`src/common/pmp_pkg.sv`:
```
// PMP shared definitions
// Entry count, CSR address windows and the layout of one pmpcfg word

`default_nettype none

package pmp_pkg;

    // Number of PMP entries
    // Each pmpcfg word holds four entries, so this stays a multiple of four
    localparam int pmp_entries_c = 8;

    // Number of implemented pmpcfg words
    localparam int pmp_cfg_words_c = pmp_entries_c / 4;

    // CSR address windows for the configuration and address registers
    localparam logic [11:0] pmpcfg_base_c  = 12'h3a0;
    localparam logic [11:0] pmpaddr_base_c = 12'h3b0;
    // First address past the pmpaddr window
    localparam logic [11:0] pmpaddr_end_c  = 12'h3f0;

    // Check addresses are byte address bits 31:7, one bit per 128-byte granule
    localparam int pmp_chk_addr_w_c = 25;

    // One 32-bit pmpcfg word, seen either as a raw CSR value or as four entry bytes
    // Byte 0 belongs to the lowest-numbered entry of the word
    typedef union packed {
        logic [31:0] raw;
        struct packed {
            // Entry is locked until reset and also binds machine mode
            logic       lock;
            logic [1:0] rsvd;
            // Only mode 3 (NAPOT) enables an entry here
            logic [1:0] match_mode;
            logic       exec;
            logic       write;
            logic       read;
        } [3:0] ent;
    } pmp_cfg_word_u;

endpackage

`default_nettype wire

```
`src/common/pmp_entry_if.sv`:
```
// PMP entry table bus
// Carries the decoded entry registers from the CSR file to the address checkers

`default_nettype none

interface pmp_entry_if import pmp_pkg::*; ();

    // Per-entry configuration bits, bit i belongs to entry i
    logic [pmp_entries_c-1:0] locked;
    logic [pmp_entries_c-1:0] enabled;
    logic [pmp_entries_c-1:0] exec;
    logic [pmp_entries_c-1:0] write;
    logic [pmp_entries_c-1:0] read;

    // NAPOT compare mask and base at the 128-byte granule
    // An address hits an entry when (addr & mask) == base
    logic [pmp_chk_addr_w_c-1:0] region_mask [pmp_entries_c];
    logic [pmp_chk_addr_w_c-1:0] region_base [pmp_entries_c];

    // The register file owns the table
    modport table_src (
        output locked, enabled, exec, write, read,
        output region_mask, region_base
    );

    // Checkers only look at register levels, there is no handshake
    modport table_dst (
        input locked, enabled, exec, write, read,
        input region_mask, region_base
    );

endinterface

`default_nettype wire

```
`src/pmp/pmp_napot_decode.sv`:
```
// NAPOT region decoder
// Turns a pmpaddr value into the compare mask and base of its naturally aligned region

`default_nettype none

module pmp_napot_decode import pmp_pkg::*; (
    // pmpaddr bits 29:4, bits 3:0 are taken as ones
    input  wire logic [pmp_chk_addr_w_c:0]   napot_addr_i,
    output logic      [pmp_chk_addr_w_c-1:0] region_mask_o,
    output logic      [pmp_chk_addr_w_c-1:0] region_base_o
);

    // High while every pmpaddr bit seen so far has been a one
    logic ones_run;

    // The region covers every bit up to and including the first zero above the
    // trailing ones
    // The four implicit low ones guarantee at least bits 4:0 of pmpaddr are
    // inside the region, which gives the 128-byte granule
    // Output bit j corresponds to pmpaddr bit j+5, i.e. napot_addr_i bit j+1
    always_comb begin
        ones_run = 1'b1;
        for (int j = 0; j < pmp_chk_addr_w_c; j++) begin
            // Bit j of the input is pmpaddr bit j+4
            // Output bit j is inside the region when all lower bits are ones
            ones_run = ones_run & napot_addr_i[j];
            region_mask_o[j] = ~ones_run;
            region_base_o[j] = napot_addr_i[j+1] & ~ones_run;
        end
    end

    // An all-ones address leaves a zero mask, which covers the whole space

endmodule

`default_nettype wire

```
`src/pmp/pmp_csr_file.sv`:
```
// PMP CSR register file
// Holds pmpcfg and pmpaddr state, applies machine-mode writes and the lock bit,
// and serves CSR reads together with the exists flag

`default_nettype none

module pmp_csr_file import pmp_pkg::*; (
    input  wire logic        core_clock_i,
    input  wire logic        arst_n_i,
    input  wire logic [11:0] csr_addr_i,
    input  wire logic [31:0] csr_wdata_i,
    input  wire logic        csr_we_i,
    input  wire logic        csr_mmode_i,
    output logic      [31:0] csr_rdata_o,
    output logic             csr_exists_o,
    pmp_entry_if.table_src   table_o
);

    // Per-entry configuration state
    logic [pmp_entries_c-1:0] locked_q;
    logic [pmp_entries_c-1:0] enabled_q;
    logic [pmp_entries_c-1:0] exec_q;
    logic [pmp_entries_c-1:0] write_q;
    logic [pmp_entries_c-1:0] read_q;

    // Raw pmpaddr bits 29:4 for read back, plus the decoded compare pair
    logic [pmp_chk_addr_w_c:0]   addr_q [pmp_entries_c];
    logic [pmp_chk_addr_w_c-1:0] mask_q [pmp_entries_c];
    logic [pmp_chk_addr_w_c-1:0] base_q [pmp_entries_c];

    logic                        cfg_win;
    logic                        addr_win;
    logic                        wr_ok;
    logic [pmp_entries_c-1:0]    cfg_wr_en;
    logic [pmp_entries_c-1:0]    addr_wr_en;
    pmp_cfg_word_u               wdata_u;
    pmp_cfg_word_u               cfg_rd_u;
    logic [31:0]                 addr_rd;
    logic [pmp_chk_addr_w_c-1:0] dec_mask;
    logic [pmp_chk_addr_w_c-1:0] dec_base;

    // The pmpcfg window covers all of 3a0..3af, unimplemented words read zero
    assign cfg_win  = (csr_addr_i >= pmpcfg_base_c) && (csr_addr_i < pmpaddr_base_c);
    assign addr_win = (csr_addr_i >= pmpaddr_base_c) && (csr_addr_i < pmpaddr_end_c);

    // Only machine mode may change PMP state
    assign wr_ok = csr_we_i && csr_mmode_i;

    assign wdata_u = pmp_cfg_word_u'(csr_wdata_i);

    // The write data is decoded once and captured by whichever entry is addressed
    pmp_napot_decode decode0 (
        .napot_addr_i  (csr_wdata_i[29:4]),
        .region_mask_o (dec_mask),
        .region_base_o (dec_base)
    );

    // Per-entry write enables, a locked entry ignores both of its registers
    always_comb begin
        for (int i = 0; i < pmp_entries_c; i++) begin
            cfg_wr_en[i]  = wr_ok && !locked_q[i] && cfg_win &&
                            (csr_addr_i[3:0] == 4'(i / 4));
            addr_wr_en[i] = wr_ok && !locked_q[i] &&
                            (csr_addr_i == pmpaddr_base_c + 12'(i));
        end
    end

    always_ff @(posedge core_clock_i or negedge arst_n_i) begin
        if (!arst_n_i) begin
            locked_q  <= '0;
            enabled_q <= '0;
            exec_q    <= '0;
            write_q   <= '0;
            read_q    <= '0;
            for (int i = 0; i < pmp_entries_c; i++) begin
                addr_q[i] <= '0;
                // A cleared pmpaddr decodes to the first 128-byte granule only
                mask_q[i] <= '1;
                base_q[i] <= '0;
            end
        end else begin
            for (int i = 0; i < pmp_entries_c; i++) begin
                // Entry i sits in byte i%4 of its pmpcfg word
                if (cfg_wr_en[i]) begin
                    locked_q[i]  <= wdata_u.ent[i % 4].lock;
                    // Any mode other than NAPOT turns the entry off
                    enabled_q[i] <= &wdata_u.ent[i % 4].match_mode;
                    exec_q[i]    <= wdata_u.ent[i % 4].exec;
                    write_q[i]   <= wdata_u.ent[i % 4].write;
                    read_q[i]    <= wdata_u.ent[i % 4].read;
                end
                if (addr_wr_en[i]) begin
                    addr_q[i] <= csr_wdata_i[29:4];
                    mask_q[i] <= dec_mask;
                    base_q[i] <= dec_base;
                end
            end
        end
    end

    // Configuration read, match mode comes back as 3 or 0 and reserved bits as 0
    always_comb begin
        cfg_rd_u = '0;
        for (int w = 0; w < pmp_cfg_words_c; w++) begin
            if (csr_addr_i[3:0] == 4'(w)) begin
                for (int k = 0; k < 4; k++) begin
                    cfg_rd_u.ent[k].lock       = locked_q[w*4 + k];
                    cfg_rd_u.ent[k].match_mode = {2{enabled_q[w*4 + k]}};
                    cfg_rd_u.ent[k].exec       = exec_q[w*4 + k];
                    cfg_rd_u.ent[k].write      = write_q[w*4 + k];
                    cfg_rd_u.ent[k].read       = read_q[w*4 + k];
                end
            end
        end
    end

    // Address read, the granule bits below bit 4 always read as ones
    always_comb begin
        addr_rd = '0;
        for (int i = 0; i < pmp_entries_c; i++) begin
            if (csr_addr_i == pmpaddr_base_c + 12'(i)) begin
                addr_rd = {2'b00, addr_q[i], 4'b1111};
            end
        end
    end

    assign csr_rdata_o  = cfg_win ? cfg_rd_u.raw : addr_rd;
    assign csr_exists_o = (cfg_win || addr_win) && csr_mmode_i;

    // Publish the table to the checkers
    assign table_o.locked      = locked_q;
    assign table_o.enabled     = enabled_q;
    assign table_o.exec        = exec_q;
    assign table_o.write       = write_q;
    assign table_o.read        = read_q;
    assign table_o.region_mask = mask_q;
    assign table_o.region_base = base_q;

endmodule

`default_nettype wire

```
`src/pmp/pmp_match_prio.sv`:
```
// PMP priority matcher
// Finds the lowest-numbered enabled entry that contains an address
// and returns that entry's lock and permission bits

`default_nettype none

module pmp_match_prio import pmp_pkg::*; (
    input  wire logic [pmp_chk_addr_w_c-1:0] chk_addr_i,
    pmp_entry_if.table_dst                   table_i,
    output logic                             hit_o,
    output logic                             hit_locked_o,
    output logic                             hit_exec_o,
    output logic                             hit_write_o,
    output logic                             hit_read_o
);

    // Scan from entry 0 upward, the first hit blocks every later entry
    always_comb begin
        hit_o        = 1'b0;
        hit_locked_o = 1'b0;
        hit_exec_o   = 1'b0;
        hit_write_o  = 1'b0;
        hit_read_o   = 1'b0;
        for (int i = 0; i < pmp_entries_c; i++) begin
            if (!hit_o && table_i.enabled[i] &&
                ((chk_addr_i & table_i.region_mask[i]) == table_i.region_base[i])) begin
                hit_o        = 1'b1;
                hit_locked_o = table_i.locked[i];
                hit_exec_o   = table_i.exec[i];
                hit_write_o  = table_i.write[i];
                hit_read_o   = table_i.read[i];
            end
        end
    end

    // On a miss all permission outputs stay zero

endmodule

`default_nettype wire

```
`src/pmp/pmp_access_check.sv`:
```
// PMP access checker
// Looks up the fetch and data addresses in the entry table and applies
// the privilege and permission rules to give the two kill signals

`default_nettype none

module pmp_access_check import pmp_pkg::*; (
    pmp_entry_if.table_dst                   table_i,
    input  wire logic [pmp_chk_addr_w_c-1:0] fetch_addr_i,
    input  wire logic                        fetch_mmode_i,
    input  wire logic [pmp_chk_addr_w_c-1:0] data_addr_i,
    input  wire logic                        data_mmode_i,
    input  wire logic                        data_write_i,
    output logic                             fetch_kill_o,
    output logic                             data_kill_o
);

    logic fetch_hit;
    logic fetch_locked;
    logic fetch_exec;
    logic data_hit;
    logic data_locked;
    logic data_write;
    logic data_read;
    logic data_allow;

    // Fetch lookup, only execute permission matters
    pmp_match_prio fetch_match0 (
        .chk_addr_i   (fetch_addr_i),
        .table_i      (table_i),
        .hit_o        (fetch_hit),
        .hit_locked_o (fetch_locked),
        .hit_exec_o   (fetch_exec),
        .hit_write_o  (),
        .hit_read_o   ()
    );

    // Data lookup, execute permission does not apply
    pmp_match_prio data_match0 (
        .chk_addr_i   (data_addr_i),
        .table_i      (table_i),
        .hit_o        (data_hit),
        .hit_locked_o (data_locked),
        .hit_exec_o   (),
        .hit_write_o  (data_write),
        .hit_read_o   (data_read)
    );

    // Stores need write permission and loads need read permission
    assign data_allow = data_write_i ? data_write : data_read;

    // Machine mode is only bound by locked entries
    // User mode needs a hit that grants the access
    assign fetch_kill_o = fetch_mmode_i ? (fetch_hit && fetch_locked && !fetch_exec)
                                        : !(fetch_hit && fetch_exec);

    assign data_kill_o = data_mmode_i ? (data_hit && data_locked && !data_allow)
                                      : !(data_hit && data_allow);

endmodule

`default_nettype wire

```
`src/rtl/pmp_unit.sv`:
```
// PMP unit top level
// Machine-mode pmpcfg/pmpaddr registers with combinational fetch and data checks

`default_nettype none

module pmp_unit import pmp_pkg::*; (
    input  wire logic                        core_clock_i,
    input  wire logic                        arst_n_i,

    // CSR access, writes land on the next rising edge
    input  wire logic [11:0]                 csr_addr_i,
    input  wire logic [31:0]                 csr_wdata_i,
    input  wire logic                        csr_we_i,
    output logic      [31:0]                 csr_rdata_o,
    output logic                             csr_exists_o,

    // Instruction fetch check
    input  wire logic [pmp_chk_addr_w_c-1:0] fetch_addr_i,
    input  wire logic                        fetch_mmode_i,
    output logic                             fetch_kill_o,

    // Data access check
    input  wire logic [pmp_chk_addr_w_c-1:0] data_addr_i,
    input  wire logic                        data_mmode_i,
    input  wire logic                        data_write_i,
    output logic                             data_kill_o
);

    // Decoded entry table shared by the register file and the checker
    pmp_entry_if entry_bus ();

    // The fetch privilege level also qualifies CSR accesses
    pmp_csr_file csr_file0 (
        .core_clock_i (core_clock_i),
        .arst_n_i     (arst_n_i),
        .csr_addr_i   (csr_addr_i),
        .csr_wdata_i  (csr_wdata_i),
        .csr_we_i     (csr_we_i),
        .csr_mmode_i  (fetch_mmode_i),
        .csr_rdata_o  (csr_rdata_o),
        .csr_exists_o (csr_exists_o),
        .table_o      (entry_bus.table_src)
    );

    pmp_access_check check0 (
        .table_i       (entry_bus.table_dst),
        .fetch_addr_i  (fetch_addr_i),
        .fetch_mmode_i (fetch_mmode_i),
        .data_addr_i   (data_addr_i),
        .data_mmode_i  (data_mmode_i),
        .data_write_i  (data_write_i),
        .fetch_kill_o  (fetch_kill_o),
        .data_kill_o   (data_kill_o)
    );

endmodule

`default_nettype wire

```
`config.mk`:
```
export PLATFORM = sky130hd
export DESIGN_NAME = pmp_unit
export DESIGN_NICKNAME = d
export VERILOG_FILES = /design/src/common/pmp_pkg.sv /design/src/common/pmp_entry_if.sv /design/src/pmp/pmp_napot_decode.sv /design/src/pmp/pmp_csr_file.sv /design/src/pmp/pmp_match_prio.sv /design/src/pmp/pmp_access_check.sv /design/src/rtl/pmp_unit.sv
export SDC_FILE = /design/constraint.sdc
export NUM_CORES = 2
export LEC_CHECK = 0
export ABC_CLOCK_PERIOD_IN_PS = 3000
export BUFFER_PORTS_ARGS = -buffer_cell sky130_fd_sc_hd__buf_4
export CAP_MARGIN = 0
export CORE_ASPECT_RATIO = 1.1
export CORE_UTILIZATION = 55
export CTS_CLUSTER_SIZE = 25
export DETAILED_ROUTE_END_ITERATION = 7
export PLACE_DENSITY = 0.74
export SLEW_MARGIN = 15
export SYNTH_ARGS = -nofsm -noshare
export SYNTH_HDL_FRONTEND = slang
export SYNTH_HIERARCHICAL = 1
export SYNTH_SLANG_ARGS = --single-unit
```
`constraint.sdc`:
```
create_clock -name core_clock_i -period 3 [get_ports core_clock_i]
set_clock_uncertainty 0.05 [all_clocks]
set_input_delay 0.3 -clock core_clock_i [delete_from_list [all_inputs] [get_ports core_clock_i]]
set_output_delay 0.3 -clock core_clock_i [all_outputs]
set_load 0.01 [all_outputs]
```
==> results.txt <==
* Maximum fanout count along the critical path: 2
- The final critical path takes up 143% of the cycle.
* Initial Util: 56.1%
* Worst slew pin tran: 1.19 ns
- For the worst-skew pair, the clock arrives at the later sink with an insertion delay of 0.61 ns.
- Area of all sequential standard cells: 16,500 µm²
- Of the total power, the share spent switching nets is 24.4%.
- Critical path launch point type: register
* H-tree levels: 3
- During placement, the flow inserted port buffers numbering 132.
- Number of antenna violations at the first check in global routing: 4
- After layout, the minimum clock period comes to 4.28 ns.
- For this design the total switching power over the nets is about 4.7 mW.
* Flop-to-flop setup slack: 0.92 ns
- Share of total power in sequential cells: 46.2%
* Synthesized net count: roughly 3,100
- Area occupied by multi-input gates: 18,000 µm²
- The finished cells cover 43,300 µm².
- The first detailed-routing pass took 5 iterations.
- After clock tree synthesis, the clock-pin slew on the worst setup and hold paths is approximately 0.060 ns.
- From synthesis to final layout, the design area changed by 22.9%.
* Hold_sp: csr_wdata_i[15]
- Worst slew margin: 19.7%
* Detailed placement HPWL: 89,600 µm
- STA classifies the critical path endpoint as an output pin.
- RSZ-0062 raised after global routing: true
* Routed wire per std cell: 28.5 µm
- Clock Tree Buf Depth: 3
* DRC Markers: 0
- The tool flagged a number of max-cap violations equal to 0.
- Number of fill cells: 4,551
* TritonCTS buffer count: 73
- In the routed layout, each cell is associated on average with a via count of about 6.4.
- For this design the static power due to leakage is between 20 and 25 nW.
* Overall routed net length: 126,000 µm
- In the layout the commonest cells are sky130_fd_sc_hd__buf_4, sky130_fd_sc_hd__mux2_2, sky130_fd_sc_hd__dfrtp_1.
* Vias in the first global route: approximately 29,000
- Cell type group with the largest total delay on the critical path: simple AND/OR/NAND/NOR gates
- Arr. time, crit path: 3.93 ns
* Clock share of power: 47.2%
* First-pass GRT wire length: around 190,000 µm
- Across every metal layer, demand over resource in global routing totals 38.7%.
- Capture instance of the worst register-to-register path: csr_file0/table_o.region_base[26]
- Worst IR drop on VDD: 0.447 mV
- For the worst flop-to-flop path, the logic depth is 3.
- For the worst setup path, the data required time is 2.65 ns.
- # nets final: roughly 3,600
* Cell type with the highest occurrence count on the critical path: sky130_fd_sc_hd__buf_4
- Pin placement for this block handled 135 I/O pins.
- The floorplan has 96 rows.
* Met1 wire length: about 47,000 µm
- Averaged over all synthesized cells, the footprint is 11.8 µm².
- The critical path goes through nand2_1 > xnor2_1 > nor4_4 > nand3_1 > buf_4 > nor4_2 > buf_4 > or2b_1 > a311o_1 > mux2_4 > a22oi_2 > buf_4.
- Last weighted congestion value of the routability-driven placer: approximately 0.99
* Pin count of the biggest net entering global routing: between 80 and 90
- Residual overflow from global routing: 0
* Hold endpoint: csr_file0/table_o.locked[1]
- Clock tree from TritonCTS: done
- DRT iter0 DRCs: 2,473
- Fin. max-slew vios: 0
- Highest clock rate: around 230 MHz
- Clock Root Buffer: sky130_fd_sc_hd__clkbuf_16
- Combinational logic is responsible for 6.6% of the overall power.
- Dividing total power by cell area gives a power density of between 400 and 500 nW/µm².
- Setup violations remaining at the end of the flow were counted as 2.
- CP bufs+invs: 3
* Min-Delay Path Class: in -> reg
- After floorplanning, the core was sized to cover 62,800 µm².
* Routed wire length on met3: 9200 µm
* Final-layout worst hold slack: 0.0264 ns
- Total number of yosys warnings: 6
- Summing all placed instances gives a cell area of a little over 40,000 µm².
- The run finished, with violations left.
- Slowest cell delay on critical path: ~0.53 ns
- Mapped cell area: 35,200 µm²
- Height of the die: between 200 and 300 µm
* Classification of the worst setup path: reg -> out
- Failing checks: negative setup slack
- Leaving out fill and tap cells, the most frequent cell in the layout is sky130_fd_sc_hd__buf_4.
- In this run the remaining antenna-violating nets after routing total 0.
* Reg-to-reg critical path startpoint: csr_file0/table_o.locked[6]
- Die area: ~65,000 µm²
- The largest individual stage delay along the critical path comes from the cell sky130_fd_sc_hd__dfstp_2.
- Layout cell share with drive strength beyond 1: 46.7%
* Final setup slack of the worst path: -1.28 ns
- Number of hold violations in the final report: 0
- Routed signal wires occupy layers up through met4.
- Internal power comes to 14.4 mW.
- Clock net sink count: approximately 650
* Worst hold path cell count: 2
* Routed vias: roughly 28,000
* Cell count after synthesis: 2,976
- Routed length on met2: ~58,000 µm
- Measured along the x axis, the die boundary spans 243 µm.
worst max path at each step:
stage | cells past startpoint | end | start
final | 12 | data_kill_o | csr_file0/table_o.region_mask[67]
after global routing | 13 | data_kill_o | csr_file0/table_o.region_mask[193]
after detailed placement | 13 | data_kill_o | data_addr_i[17]
after global placement | 13 | data_kill_o | data_addr_i[10]
after CTS | 11 | data_kill_o | csr_file0/table_o.region_mask[38]
after floorplan | 9 | data_kill_o | csr_file0/table_o.region_mask[179]
layer usage:
metal | GRT usage, % | vias to the layer above
met5 | 0 | -
met4 | 30.3 | 0
met3 | 5.93 | 447
met2 | 61.8 | 1370
met1 | 47.2 | 14400
li1 | - | 12100
worst reg2reg max path, delay by kind of cell (launching register included):
family	cells	cell delay, ns
buf+inv	1	0.39
flops	1	0.48
mux	1	0.49
simple gates	1	0.55
stage by stage:
step                std cells  power (mW)  util (%)  worst slack [ns]  TNS (ns)
floorplan                2976        9.31         -            0.0227         0
global placement         4262        10.1      64.5            -0.895     -1.33
detailed placement       4262        10.2      64.5            -0.920     -1.39
CTS                      4416        19.1      68.7             -1.25     -2.26
global route             4418        19.6      68.9             -1.33     -2.46
finish                   4419        19.1      68.9             -1.28     -2.29
power by group through the flow:
| stage | combinational (mW) | sequential (mW) | clock, mW |
|---|---|---|---|
| 2_1_floorplan | 0.355 | 8.95 | 0 |
| 3_3_place_gp | 1.18 | 8.95 | 0 |
| 3_5_place_dp | 1.21 | 8.96 | 0 |
| 4_1_cts | 1.23 | 8.81 | 9.08 |
| 5_1_grt | 1.31 | 8.81 | 9.45 |
| 6_report | 1.26 | 8.81 | 9.01 |
final cells by class:
type | instances | share of cell area, %
repair buffers | 640 | 12.3
multi-input cells | 2139 | 41.6
inverters | 24 | 0.214
clock buffers | 107 | 4.84
well taps | 833 | 2.41
flip-flops and latches | 648 | 38.0
diodes | 1 | 0.00578
clock inverters | 27 | 0.662
state kept, by name (all words and copies together), names as in the netlist:
name and cells:
csr_file0/table_o.region_base 200, csr_file0/table_o.read 8, csr_file0/addr_q 208, csr_file0/table_o.region_mask 200, csr_file0/table_o.enabled 8, csr_file0/table_o.write 8
csr_file0/table_o.locked 8, csr_file0/table_o.exec 8
timing repair:
item,CTS,global route
buffers inserted,3,2
setup endpoints to repair,2,2
gates resized for setup,19,19
endpoints found under the hold margin,111,0
pin swaps,13,7
hold buffers,17,0
Note: power is estimated with default switching activity, not from simulation.
